$ cat src/cps_mmr_pkg.sv
// CPS memory-mapped register package
// Register word types, the CPS-A and CPS-B output bundles, the decoded
// per-game CPS-B address map and the reset constants shared by both banks

package cps_mmr_pkg;

    // length of the CPS-B configuration shift register in bytes
    localparam int cfg_bytes = 23;

    typedef logic [4:0]  reg_addr_t;
    typedef logic [15:0] reg_word_t;

    // CPS-A video registers, all write-only from the CPU
    typedef struct packed {
        reg_word_t hpos1;
        reg_word_t hpos2;
        reg_word_t hpos3;
        reg_word_t vpos1;
        reg_word_t vpos2;
        reg_word_t vpos3;
        reg_word_t hstar1;
        reg_word_t hstar2;
        reg_word_t vstar1;
        reg_word_t vstar2;
        reg_word_t vram1_base;
        reg_word_t vram2_base;
        reg_word_t vram3_base;
        reg_word_t vram_obj_base;
        reg_word_t vram_row_base;
        reg_word_t row_offset;
        reg_word_t pal_base;
        reg_word_t ppu_ctrl;
    } cps_a_video_t;

    // CPS-B map as decoded from the configuration bytes
    typedef struct packed {
        reg_addr_t   addr_id;
        reg_addr_t   addr_mult1;
        reg_addr_t   addr_mult2;
        reg_addr_t   addr_rslt0;
        reg_addr_t   addr_rslt1;
        reg_addr_t   addr_layer;
        reg_addr_t   addr_prio0;
        reg_addr_t   addr_prio1;
        reg_addr_t   addr_prio2;
        reg_addr_t   addr_prio3;
        reg_addr_t   addr_pal_page;
        reg_addr_t   addr_in2;
        reg_addr_t   addr_in3;
        logic [7:0]  cpsb_id;
        logic [7:0]  layer_mask0;
        logic [7:0]  layer_mask1;
        logic [7:0]  layer_mask2;
        logic [7:0]  layer_mask3;
        // mapper fields for the ROM banking
        logic [5:0]  game;
        logic [15:0] bank_offset;
        logic [15:0] bank_mask;
    } cps_b_map_t;

    // CPS-B outputs towards the video pipeline
    typedef struct packed {
        reg_word_t  layer_ctrl;
        reg_word_t  prio0;
        reg_word_t  prio1;
        reg_word_t  prio2;
        reg_word_t  prio3;
        logic [5:0] pal_page_en;
        logic [7:0] layer_mask0;
        logic [7:0] layer_mask1;
        logic [7:0] layer_mask2;
        logic [7:0] layer_mask3;
        logic [7:0] layer_mask4;
    } cps_b_video_t;

    // extra inputs read through the C board
    typedef struct packed {
        logic [3:0] start_button;
        logic [3:0] coin_input;
        logic [7:0] joystick3;
        logic [7:0] joystick4;
    } player_in_t;

    // default layer order after reset
    localparam reg_word_t  layer_ctrl_rst = 16'h1B00;
    // all six palette pages copied
    localparam logic [5:0] pal_page_rst   = 6'h3F;

endpackage
$ cat src/cps_a_regs.sv
// CPS-A register bank
// Fixed map of write-only video registers with byte-lane writes.
// Writes to the object base and palette base raise strobes for the
// object DMA and palette copy once the chip select is released

`timescale 1ns/100ps

module cps_a_regs (
    input  logic                      clk,
    input  logic                      rst,
    input  logic                      ppu1_cs,
    input  cps_mmr_pkg::reg_addr_t    addr,
    input  logic [1:0]                dsn,
    input  cps_mmr_pkg::reg_word_t    cpu_dout,
    output cps_mmr_pkg::cps_a_video_t video_a,
    output logic                      pal_copy,
    output logic                      obj_dma_ok
);

    // copy requests waiting for ppu1_cs to drop
    logic pend_copy;
    logic pend_dma;

    // replace only the byte lanes whose strobe is low
    function automatic cps_mmr_pkg::reg_word_t lane_merge(
        input cps_mmr_pkg::reg_word_t old_word,
        input cps_mmr_pkg::reg_word_t new_word,
        input logic [1:0]             lanes_n
    );
        cps_mmr_pkg::reg_word_t merged;
        merged[15:8] = lanes_n[1] ? old_word[15:8] : new_word[15:8];
        merged[7:0]  = lanes_n[0] ? old_word[7:0]  : new_word[7:0];
        return merged;
    endfunction

    always_ff @(posedge clk or posedge rst) begin
        if (rst) begin
            video_a    <= '0;
            pend_copy  <= 1'b0;
            pend_dma   <= 1'b0;
            pal_copy   <= 1'b0;
            obj_dma_ok <= 1'b0;
        end else begin
            if (!ppu1_cs) begin
                // base registers are settled by now
                pal_copy   <= pend_copy;
                pend_copy  <= 1'b0;
                obj_dma_ok <= pend_dma;
                pend_dma   <= 1'b0;
            end else begin
                pal_copy <= 1'b0;
                case (addr)
                    5'h00: begin
                        video_a.vram_obj_base <=
                            lane_merge(video_a.vram_obj_base, cpu_dout, dsn);
                        pend_dma <= 1'b1;
                    end
                    5'h01: video_a.vram1_base <= lane_merge(video_a.vram1_base, cpu_dout, dsn);
                    5'h02: video_a.vram2_base <= lane_merge(video_a.vram2_base, cpu_dout, dsn);
                    5'h03: video_a.vram3_base <= lane_merge(video_a.vram3_base, cpu_dout, dsn);
                    5'h04: begin
                        video_a.vram_row_base <=
                            lane_merge(video_a.vram_row_base, cpu_dout, dsn);
                    end
                    5'h05: begin
                        video_a.pal_base <= lane_merge(video_a.pal_base, cpu_dout, dsn);
                        pend_copy        <= 1'b1;
                    end
                    // scroll positions
                    5'h06: video_a.hpos1  <= lane_merge(video_a.hpos1, cpu_dout, dsn);
                    5'h07: video_a.vpos1  <= lane_merge(video_a.vpos1, cpu_dout, dsn);
                    5'h08: video_a.hpos2  <= lane_merge(video_a.hpos2, cpu_dout, dsn);
                    5'h09: video_a.vpos2  <= lane_merge(video_a.vpos2, cpu_dout, dsn);
                    5'h0a: video_a.hpos3  <= lane_merge(video_a.hpos3, cpu_dout, dsn);
                    5'h0b: video_a.vpos3  <= lane_merge(video_a.vpos3, cpu_dout, dsn);
                    // star field
                    5'h0c: video_a.hstar1 <= lane_merge(video_a.hstar1, cpu_dout, dsn);
                    5'h0d: video_a.vstar1 <= lane_merge(video_a.vstar1, cpu_dout, dsn);
                    5'h0e: video_a.hstar2 <= lane_merge(video_a.hstar2, cpu_dout, dsn);
                    5'h0f: video_a.vstar2 <= lane_merge(video_a.vstar2, cpu_dout, dsn);
                    5'h10: begin
                        video_a.row_offset <= lane_merge(video_a.row_offset, cpu_dout, dsn);
                    end
                    5'h11: video_a.ppu_ctrl <= lane_merge(video_a.ppu_ctrl, cpu_dout, dsn);
                    default: begin
                        // unmapped words are ignored
                    end
                endcase
            end
        end
    end

endmodule

$ cat src/cps_b_cfg.sv
// CPS-B configuration decoder
// A byte-wide shift register filled from the ROM download holds the
// per-game CPS-B layout; it is sliced here into register addresses,
// the chip ID, the layer masks and the ROM mapper fields

`timescale 1ns/100ps

module cps_b_cfg (
    input  logic                    clk,
    input  logic                    cfg_we,
    input  logic [7:0]              cfg_data,
    output cps_mmr_pkg::cps_b_map_t map
);

    logic [8*cps_mmr_pkg::cfg_bytes-1:0] cfg_sr;

    // raw byte at position idx of the shift register
    function automatic logic [7:0] cfg_byte(
        input logic [8*cps_mmr_pkg::cfg_bytes-1:0] sr,
        input int                                  idx
    );
        return sr[8*idx +: 8];
    endfunction

    // address bytes hold byte addresses, registers are word addressed
    function automatic cps_mmr_pkg::reg_addr_t cfg_addr(
        input logic [8*cps_mmr_pkg::cfg_bytes-1:0] sr,
        input int                                  idx
    );
        logic [7:0] b;
        b = sr[8*idx +: 8];
        return b[5:1];
    endfunction

    // newest byte enters at byte 0, older bytes move up
    always_ff @(posedge clk) begin
        if (cfg_we) begin
            cfg_sr <= {cfg_sr[8*(cps_mmr_pkg::cfg_bytes-1)-1:0], cfg_data};
        end
    end

    always_comb begin
        map.addr_id       = cfg_addr(cfg_sr, 0);
        map.cpsb_id       = cfg_byte(cfg_sr, 1);
        map.addr_mult1    = cfg_addr(cfg_sr, 2);
        map.addr_mult2    = cfg_addr(cfg_sr, 3);
        map.addr_rslt0    = cfg_addr(cfg_sr, 4);
        map.addr_rslt1    = cfg_addr(cfg_sr, 5);
        map.addr_layer    = cfg_addr(cfg_sr, 6);
        map.addr_prio0    = cfg_addr(cfg_sr, 7);
        map.addr_prio1    = cfg_addr(cfg_sr, 8);
        map.addr_prio2    = cfg_addr(cfg_sr, 9);
        map.addr_prio3    = cfg_addr(cfg_sr, 10);
        map.addr_in2      = cfg_addr(cfg_sr, 11);
        map.addr_in3      = cfg_addr(cfg_sr, 12);
        map.addr_pal_page = cfg_addr(cfg_sr, 13);
        map.layer_mask0   = cfg_byte(cfg_sr, 14);
        map.layer_mask1   = cfg_byte(cfg_sr, 15);
        map.layer_mask2   = cfg_byte(cfg_sr, 16);
        map.layer_mask3   = cfg_byte(cfg_sr, 17);
        // mapper section, multi-byte values stored low byte first
        map.game          = cfg_sr[8*18 +: 6];
        map.bank_offset   = {cfg_byte(cfg_sr, 20), cfg_byte(cfg_sr, 19)};
        map.bank_mask     = {cfg_byte(cfg_sr, 22), cfg_byte(cfg_sr, 21)};
    end

endmodule

$ cat src/cps_b_regs.sv
// CPS-B register bank
// Register addresses come from the per-game map. Holds the layer control,
// priority masks, palette page enable and a 16x16 multiplier, and serves
// the ID and extra input ports through a registered read bus

`timescale 1ns/100ps

module cps_b_regs (
    input  logic                      clk,
    input  logic                      rst,
    input  logic                      ppu2_cs,
    input  cps_mmr_pkg::reg_addr_t    addr,
    input  logic [1:0]                dsn,
    input  cps_mmr_pkg::reg_word_t    cpu_dout,
    input  cps_mmr_pkg::cps_b_map_t   map,
    input  cps_mmr_pkg::player_in_t   players,
    output cps_mmr_pkg::cps_b_video_t video_b,
    output cps_mmr_pkg::reg_word_t    mmr_dout
);

    // address match per register
    logic hit_id;
    logic hit_mult1;
    logic hit_mult2;
    logic hit_rslt0;
    logic hit_rslt1;
    logic hit_layer;
    logic hit_prio0;
    logic hit_prio1;
    logic hit_prio2;
    logic hit_prio3;
    logic hit_pal_page;
    logic hit_in2;
    logic hit_in3;

    cps_mmr_pkg::reg_word_t layer_ctrl;
    cps_mmr_pkg::reg_word_t prio0;
    cps_mmr_pkg::reg_word_t prio1;
    cps_mmr_pkg::reg_word_t prio2;
    cps_mmr_pkg::reg_word_t prio3;
    logic [5:0]             pal_page_en;

    cps_mmr_pkg::reg_word_t mult1;
    cps_mmr_pkg::reg_word_t mult2;
    logic [31:0]            rslt;

    logic [7:0]             in2;
    logic [7:0]             in3;
    cps_mmr_pkg::reg_word_t rd_data;
    logic                   wr_en;

    // multiplier, priority and result slots at 0x1f do not exist in this game
    assign hit_id       = addr == map.addr_id;
    assign hit_mult1    = addr == map.addr_mult1 && map.addr_mult1 != 5'h1f;
    assign hit_mult2    = addr == map.addr_mult2 && map.addr_mult2 != 5'h1f;
    assign hit_rslt0    = addr == map.addr_rslt0 && map.addr_rslt0 != 5'h1f;
    assign hit_rslt1    = addr == map.addr_rslt1 && map.addr_rslt1 != 5'h1f;
    assign hit_layer    = addr == map.addr_layer;
    assign hit_prio0    = addr == map.addr_prio0 && map.addr_prio0 != 5'h1f;
    assign hit_prio1    = addr == map.addr_prio1 && map.addr_prio1 != 5'h1f;
    assign hit_prio2    = addr == map.addr_prio2 && map.addr_prio2 != 5'h1f;
    assign hit_prio3    = addr == map.addr_prio3 && map.addr_prio3 != 5'h1f;
    assign hit_pal_page = addr == map.addr_pal_page;
    // input ports at address zero are absent
    assign hit_in2      = addr == map.addr_in2 && map.addr_in2 != 5'h00;
    assign hit_in3      = addr == map.addr_in3 && map.addr_in3 != 5'h00;

    // only full word writes are taken
    assign wr_en = ppu2_cs && dsn == 2'b00;

    assign in2 = {players.start_button[2], players.coin_input[2], players.joystick3[5:0]};
    assign in3 = {players.start_button[3], players.coin_input[3], players.joystick4[5:0]};

    always_comb begin
        rd_data = 16'hFFFF;
        if (addr != 5'h1f) begin
            if (hit_id) begin
                rd_data = {4'd0, map.cpsb_id[7:4], 4'd0, map.cpsb_id[3:0]};
            end else if (hit_mult1) begin
                rd_data = mult1;
            end else if (hit_mult2) begin
                rd_data = mult2;
            end else if (hit_rslt0) begin
                rd_data = rslt[15:0];
            end else if (hit_rslt1) begin
                rd_data = rslt[31:16];
            end else if (hit_layer) begin
                rd_data = layer_ctrl;
            end else if (hit_prio0) begin
                rd_data = prio0;
            end else if (hit_prio1) begin
                rd_data = prio1;
            end else if (hit_prio2) begin
                rd_data = prio2;
            end else if (hit_prio3) begin
                rd_data = prio3;
            end else if (hit_pal_page) begin
                rd_data = {10'd0, pal_page_en};
            end else if (hit_in2) begin
                rd_data = {in2, in2};
            end else if (hit_in3) begin
                rd_data = {in3, in3};
            end
        end
    end

    // product lands one cycle after an operand changes
    always_ff @(posedge clk) begin
        if (wr_en && hit_mult1) begin
            mult1 <= cpu_dout;
        end
        if (wr_en && hit_mult2) begin
            mult2 <= cpu_dout;
        end
        rslt <= mult1 * mult2;
    end

    always_ff @(posedge clk or posedge rst) begin
        if (rst) begin
            layer_ctrl  <= cps_mmr_pkg::layer_ctrl_rst;
            prio0       <= '0;
            prio1       <= '0;
            prio2       <= '0;
            prio3       <= '0;
            pal_page_en <= cps_mmr_pkg::pal_page_rst;
            mmr_dout    <= 16'hFFFF;
        end else if (ppu2_cs) begin
            mmr_dout <= rd_data;
            if (wr_en && hit_layer)    layer_ctrl  <= cpu_dout;
            if (wr_en && hit_prio0)    prio0       <= cpu_dout;
            if (wr_en && hit_prio1)    prio1       <= cpu_dout;
            if (wr_en && hit_prio2)    prio2       <= cpu_dout;
            if (wr_en && hit_prio3)    prio3       <= cpu_dout;
            if (wr_en && hit_pal_page) pal_page_en <= cpu_dout[5:0];
        end
    end

    always_comb begin
        video_b.layer_ctrl  = layer_ctrl;
        video_b.prio0       = prio0;
        video_b.prio1       = prio1;
        video_b.prio2       = prio2;
        video_b.prio3       = prio3;
        video_b.pal_page_en = pal_page_en;
        video_b.layer_mask0 = map.layer_mask0;
        video_b.layer_mask1 = map.layer_mask1;
        video_b.layer_mask2 = map.layer_mask2;
        video_b.layer_mask3 = map.layer_mask3;
        // layer 4 has no mask byte of its own, reuses layer 3
        video_b.layer_mask4 = map.layer_mask3;
    end

endmodule

$ cat src/cps_mmr.sv
// CPS memory-mapped registers, top level
// Joins the CPS-B configuration decoder with the CPS-A and CPS-B
// register banks, which share the CPU bus

`timescale 1ns/100ps

module cps_mmr (
    input  logic                      clk,
    input  logic                      reg_rst,
    input  logic                      ppu_rstn,
    input  logic                      ppu1_cs,
    input  logic                      ppu2_cs,
    input  cps_mmr_pkg::reg_addr_t    addr,
    input  logic [1:0]                dsn,
    input  cps_mmr_pkg::reg_word_t    cpu_dout,
    input  logic                      cfg_we,
    input  logic [7:0]                cfg_data,
    input  cps_mmr_pkg::player_in_t   players,
    output cps_mmr_pkg::reg_word_t    mmr_dout,
    output cps_mmr_pkg::cps_a_video_t video_a,
    output cps_mmr_pkg::cps_b_video_t video_b,
    output logic                      pal_copy,
    output logic                      obj_dma_ok,
    output logic [5:0]                game,
    output logic [15:0]               bank_offset,
    output logic [15:0]               bank_mask
);

    cps_mmr_pkg::cps_b_map_t map;
    logic                    bank_rst;

    // the video chips are also held in reset by the board
    assign bank_rst = reg_rst | ~ppu_rstn;

    cps_b_cfg u_cfg (
        .clk      (clk),
        .cfg_we   (cfg_we),
        .cfg_data (cfg_data),
        .map      (map)
    );

    cps_a_regs u_cps_a (
        .clk        (clk),
        .rst        (bank_rst),
        .ppu1_cs    (ppu1_cs),
        .addr       (addr),
        .dsn        (dsn),
        .cpu_dout   (cpu_dout),
        .video_a    (video_a),
        .pal_copy   (pal_copy),
        .obj_dma_ok (obj_dma_ok)
    );

    cps_b_regs u_cps_b (
        .clk      (clk),
        .rst      (bank_rst),
        .ppu2_cs  (ppu2_cs),
        .addr     (addr),
        .dsn      (dsn),
        .cpu_dout (cpu_dout),
        .map      (map),
        .players  (players),
        .video_b  (video_b),
        .mmr_dout (mmr_dout)
    );

    // ROM mapper settings
    assign game        = map.game;
    assign bank_offset = map.bank_offset;
    assign bank_mask   = map.bank_mask;

endmodule

$ cat config.mk
export PLATFORM = sky130hd
export DESIGN_NAME = cps_mmr
export DESIGN_NICKNAME = d
export VERILOG_FILES = /design/src/cps_mmr_pkg.sv /design/src/cps_a_regs.sv /design/src/cps_b_cfg.sv /design/src/cps_b_regs.sv /design/src/cps_mmr.sv
export SDC_FILE = /design/constraint.sdc
export NUM_CORES = 2
export LEC_CHECK = 0
export ABC_AREA = 1
export BUFFER_PORTS_ARGS = -buffer_cell sky130_fd_sc_hd__buf_2
export CORE_MARGIN = 2
export CORE_UTILIZATION = 58
export DETAILED_ROUTE_END_ITERATION = 12
export GPL_TIMING_DRIVEN = 0
export PLACE_DENSITY_LB_ADDON = 0.2
export REMOVE_ABC_BUFFERS = 1
export SLEW_MARGIN = 20
export SYNTH_ARGS = -nofsm -noshare
export SYNTH_HDL_FRONTEND = slang
export SYNTH_SLANG_ARGS = --single-unit
$ cat constraint.sdc
create_clock -name clk -period 29.7 [get_ports clk]
set_input_delay 1.485 -clock clk [delete_from_list [all_inputs] [get_ports clk]]
set_output_delay 1.485 -clock clk [all_outputs]
set_load 0.01 [all_outputs]
Yosys cells after proc, flatten, opt, wreduce, memory -nomap -nowiden

Cells that the tools add are included.

Register bits after elaboration: 642
Bits of input ports: 61
Output and inout port bits: 470
Word-level logic and storage cells: 181

Multipliers: 1
Equal/unequal tests: 41
Mux-type cells: 19
Bitwise logic cells: 4
Reduce and logical (&&, ||, !) cells: 65

Operators with widths:

| operator             | number |
|---|---|
| $mux W16             | 14 |
| $reduce_and A3 Y1    | 36 |
| $eq A5 B5 Y1         | 13 |
| $ne A5 B5 Y1 const B | 9 |
| $eq A5 B4 Y1 const B | 8 |
| $mul A16 B16 Y32     | 1 |
| $eq A5 B3 Y1 const B | 4 |
| $logic_and A1 B1 Y1  | 19 |
| $reduce_and A2 Y1    | 6 |
| $eq A5 B2 Y1 const B | 2 |
| $eq A5 B5 Y1 const B | 2 |
| $reduce_bool A5 Y1   | 2 |
| $eq A5 B1 Y1 const B | 1 |
| $logic_not A5 Y1     | 1 |
| $mux W1              | 5 |
| $ne A2 B1 Y1 const B | 2 |
| $not A1 Y1           | 3 |
| $logic_not A2 Y1     | 1 |
| $or A1 B1 Y1         | 1 |

Logic depth before layout (Yosys ltp)

Depth in word-level cells: 16
Mapped depth: 30
Mapped depth without buffers: 28

By module

A second synthesis with hierarchy kept.

Cells, all modules: 3959
Area total of the unflattened synthesis: 35957.0 um^2

Modules (own cells, without submodules):

| module     | instances | cells each | area an instance (um^2) | seq. area each (um^2) |
|---|---|---|---|---|
| cps_b_regs | 1         | 2315       | 17516.8                 | 4186.5 |
| cps_a_regs | 1         | 1315       | 11833.8                 | 7307.0 |
| cps_b_cfg  | 1         | 327        | 6598.8                  | 5525.3 |
| cps_mmr    | 1         | 2          | 7.5                     | 0.0 |

Worst setup path before layout

OpenSTA, ideal clock, no wires.

Path type: flip-flop to flip-flop
Start point: reg u_cps_b.mult2[7]
End point: reg u_cps_b.rslt[29]
Setup time: 0.119 ns
Arrival: 5.465 ns
Setup slack: 24.116 ns
Stages on the path, launching flop included: 27
Buffers on the path: 2
Clock period less this slack: 5.584 ns
Path through: edfxtp_1 clkbuf_1 clkbuf_1 nand2_1 fa_1 inv_1 fa_1 inv_1 fa_1 inv_1 fa_1 fa_1 inv_1 fa_1 inv_1 ha_1 a21oi_1 inv_1 a31oi_1 nand2_1 a21boi_1 nor2_1 nand2_1 nand2_1 nand3_1 nand2_1 xor2_1

Word-level cells in the longest chain between the ends: 1

RTL lines:

| what                     | line              | source |
|---|---|---|
| start: declaration       | cps_b_regs.sv:44  | `cps_mmr_pkg::reg_word_t mult2;` |
| start signal: assignment | cps_b_regs.sv:113 | `mult2 <= cpu_dout;` |
| $mul A16 B16 Y32         | cps_b_regs.sv:115 | `rslt <= mult1 * mult2;` |
| end signal: assignment   | cps_b_regs.sv:115 |  |
| end: declaration         | cps_b_regs.sv:45  | `logic [31:0] rslt;` |

Every way passes these cells.
A chain may end at the register's enable or synchronous reset.

Worst setup path in the final report

Start point: reg u_cps_b.mult1[9]
End point: reg u_cps_b.rslt[26]

Word-level cells in the longest chain between the ends: 1

RTL lines:

| what                     | line              | source |
|---|---|---|
| start: declaration       | cps_b_regs.sv:43  | `cps_mmr_pkg::reg_word_t mult1;` |
| start signal: assignment | cps_b_regs.sv:110 | `mult1 <= cpu_dout;` |
| $mul A16 B16 Y32         | cps_b_regs.sv:115 |  |

Every way passes these cells.

==> impl_metrics.ini <==
[clock_tree]
cts_buffers = 68
cts_resized = 0
clockBufferDepth = 3
clk_pin_slew_ns = 0.06
cts_setup_buffers = 0
cts_sinks = 642
cts_tree = done
root_buffer = clkbuf_16
cts_hold_buf = 0
htreeDepth = 3
clock_latency_ns = 0.62

[grt]
grt_pass1_vias = 24598
grt_use_met2_pct = 51.0
track_usage_pct = 32.5
top_usage_layer = met2
use_met3_pct = 6.81
use_met1_pct = 43.3
grt_max_degree = 95
gr-total-overflow = 0
antenna_found_initial = 8
grt_pass1_wl_um = 148000

[run]
cap_viol_max_count = 0

[pwr]
ir_drop_v = 0.0000547
power_density_nw_per_um2 = 59.2
switching_power_mw = 0.654
seqPwrFrac_pct = 46.5
clkPwrFrac_pct = 37.5
combPwrFrac_pct = 15.9
leakage_nw = 20.1
internal_power_mw = 1.65
swShare_pct = 28.3

[placement]
dp_hpwl_um = 70100
post-place-ws_ns = 23.57
portBuffers = 522
place_congestion = 0.886
dpl_cell_area_um2 = 36600

[sta]
worst_pin_slew_ns = 1.21
rsz0062_at_grt = false
final-max-slew-violation-count = 0
finalSetupViolCount = 0
worst_slack_ns = 23.53
hold_viol = 0
skew_ns = 0.0280
max_freq_mhz = 162
post-route-period-util_pct = 20.8
max_slew_margin_pct = 18.9
min_period_ns = 6.17

[logic_synthesis]
synth_edf_count = 216
netlist_area_um2 = 33900
synth_area_per_cell_um2 = 9.47
synth-async-reset-ratio_pct = 61.4
postSynthCellCount = 3581
synth-seq-area-share_pct = 50.2
synthFlopType = dfrtp_1
ys_ff_latch = 642
synth_cell_type_count = 51
yosysWarningCount = 0

[route]
wl_per_cell_um = 20.5
num_vias = 26003
drt_iter0_drc = 2425
routed_wirelength_um = 97400
first_pass_iters = 5
ant_nets = 0
avgViaCountPerCell = 5.47
drc_errors = 0

[critical_path]
cp_common_cell = fa_1
path_class = reg -> reg
path_cells = nand2_1 -> fa_1 -> fa_1 -> fa_1 -> fa_1 -> inv_1 -> fa_1 -> inv_1 -> fa_1 -> inv_1 -> ha_1 -> a21oi_1 -> inv_1 -> a21oi_1 -> o21ai_1 -> a21oi_1 -> o21ai_1 -> inv_1 -> o21bai_1 -> xor2_1
cpMaxStageDelayCell = edfxtp_1
arrival_ns = 6.66
crit_fanout = 17
slowest_delay_ns = 0.95
rrSetupSlack_ns = 23.53
start_kind = flip-flop
worstPathRequired_ns = 30.19
cp-end-kind = flip-flop
worst-path-buf-inv = 5
critPathTopFamily = adder cells

[die]
fp.dieH_um = 246
die_x_um = 246
num_rows = 88
ios = 531
die_area_um2 = 60400
coreArea_um2 = 57700
initial_utilization_pct = 58.8

[layout]
seq_area_um2 = 17000
drive_gt1_share_pct = 18.5
multiInputGateArea_um2 = 13500
nFillCells = 4658
syn_to_final_growth_pct = 14.9
post-route-util_pct = 67.5
fin_nets = 4288
stdcell_area_um2 = 39000

[worst_hold_path]
hp-class = reg -> reg

[status]
status = complete, no violations
-- cell families (layout without fill, tap and decap cells) --
| logic type | after synthesis | count (layout) | share of synthesized area [%] |
|---|---|---|---|
| adders and majority gates | 298 | 298 | 15.3 |
| xor gates and xnor gates | 62 | 62 | 1.60 |
| DFF | 642 | 642 | 50.2 |
| buffers and inverters | 805 | 1207 | 10.1 |
| other | 0 | 9 | 0 |
| AOI/OAI and AO/OA | 568 | 568 | 8.72 |
| and+or+nand+nor | 1206 | 1206 | 14.1 |
-- layout by cell type (no fill, tap or decap), drive strengths merged, types with 4 or more instances in the layout --
cell type and instances:
ha 104, fa 194, dfrtp 368, xor2 39
buf 545, clkinv 25, nand2 988, o21ai 471
bufinv 4, nand3 43, edfxtp 216, o21bai 8
a41oi 8, dfxtp 32, or2 12, xnor2 23
inv 536, dfstp 26, o211ai 6, a21oi 59
nor3 12, nand4 7, diode 9, clkbuf 94
nor2 134
-- cell usage after synthesis, types with 26 or more instances --
cell        n  area, µm²
edfxtp_1  216       6490
nor2_1    128        480
inv_1     527       1980
dfxtp_1    32        641
a21oi_1    58        290
xor2_1     39        342
dfstp_2    26        683
ha_1      104       1300
nand2_1   985       3700
o21ai_0   454       2270
fa_1      194       3880
nand3_1    39        195
clkbuf_1  159        597
dfrtp_1   368       9210
buf_4      88        661
-- state kept, by name (all words and copies together), names as in the netlist, 16 cells and up --
name / count
u_cps_b.rslt: 32
u_cps_b.mult1: 16
u_cps_b.prio1: 16
u_cps_b.prio0: 16
u_cps_a.video_a: 288
u_cps_b.mmr_dout: 16
u_cps_b.prio2: 16
u_cfg.cfg_sr: 184
u_cps_b.mult2: 16
u_cps_b.layer_ctrl: 16
u_cps_b.prio3: 16
-- worst register-to-register path: stages, from the launching register on --
cell,delay (ns)
edfxtp_1,0.95
nand2_1,0.19
fa_1,0.54
fa_1,0.58
fa_1,0.46
fa_1,0.55
inv_1,0.05
fa_1,0.47
inv_1,0.05
fa_1,0.48
inv_1,0.04
ha_1,0.34
a21oi_1,0.21
inv_1,0.06
a21oi_1,0.28
o21ai_1,0.14
a21oi_1,0.25
o21ai_1,0.13
inv_1,0.08
o21bai_1,0.07
xor2_1,0.16
-- area by class of cell --
cell class,count,area share [%]
antenna,9,0.0578
clock buffer,94,5.09
clock inverter,30,0.854
inverter,538,5.18
multi-input combinational,2134,34.6
sequential,642,43.7
tap,765,2.46
timing repair buffer,545,8.05
-- power groups by stage --
stage	logic (mW)	registers, mW	clock network (mW)
floorplan	0.150	1.12	0
global placement	0.351	1.09	0
detailed placement	0.366	1.09	0
CTS	0.368	1.07	0.876
global route	0.406	1.08	0.913
finish	0.368	1.07	0.867
-- worst paths after layout --
| check | to | start | depth (start not counted) |
|---|---|---|---|
| min | u_cfg.cfg_sr[31] | u_cfg.cfg_sr[23] | 0 |
| min in group asynchronous | u_cps_a.video_a[210] | ppu_rstn | 3 |
| max reg2reg | u_cps_b.rslt[26] | u_cps_b.mult1[9] | 20 |
| max in group asynchronous | u_cps_a.video_a[56] | reg_rst | 10 |
| max | u_cps_b.rslt[26] | u_cps_b.mult1[9] | 20 |
| min reg2reg | u_cfg.cfg_sr[31] | u_cfg.cfg_sr[23] | 0 |
-- through the flow --
stage,hold WS [ns],setup TNS [ns],std cells,power (mW)
2_1_floorplan,0.400,0,3314,1.27
3_3_place_gp,0.401,-1961.35,4601,1.44
3_5_place_dp,0.405,0,4624,1.45
4_1_cts,0.414,0,4748,2.32
5_1_grt,0.419,0,4756,2.40
6_report,0.417,0,4757,2.31
-- metal layers --
metal	up-vias	part of all wire (%)
met4	0	5.3
li1	11772	-
met1	12798	39
met2	1185	46
met5	-	0
met3	248	9.1
No activity file was read; power rests on OpenSTA's default activity.
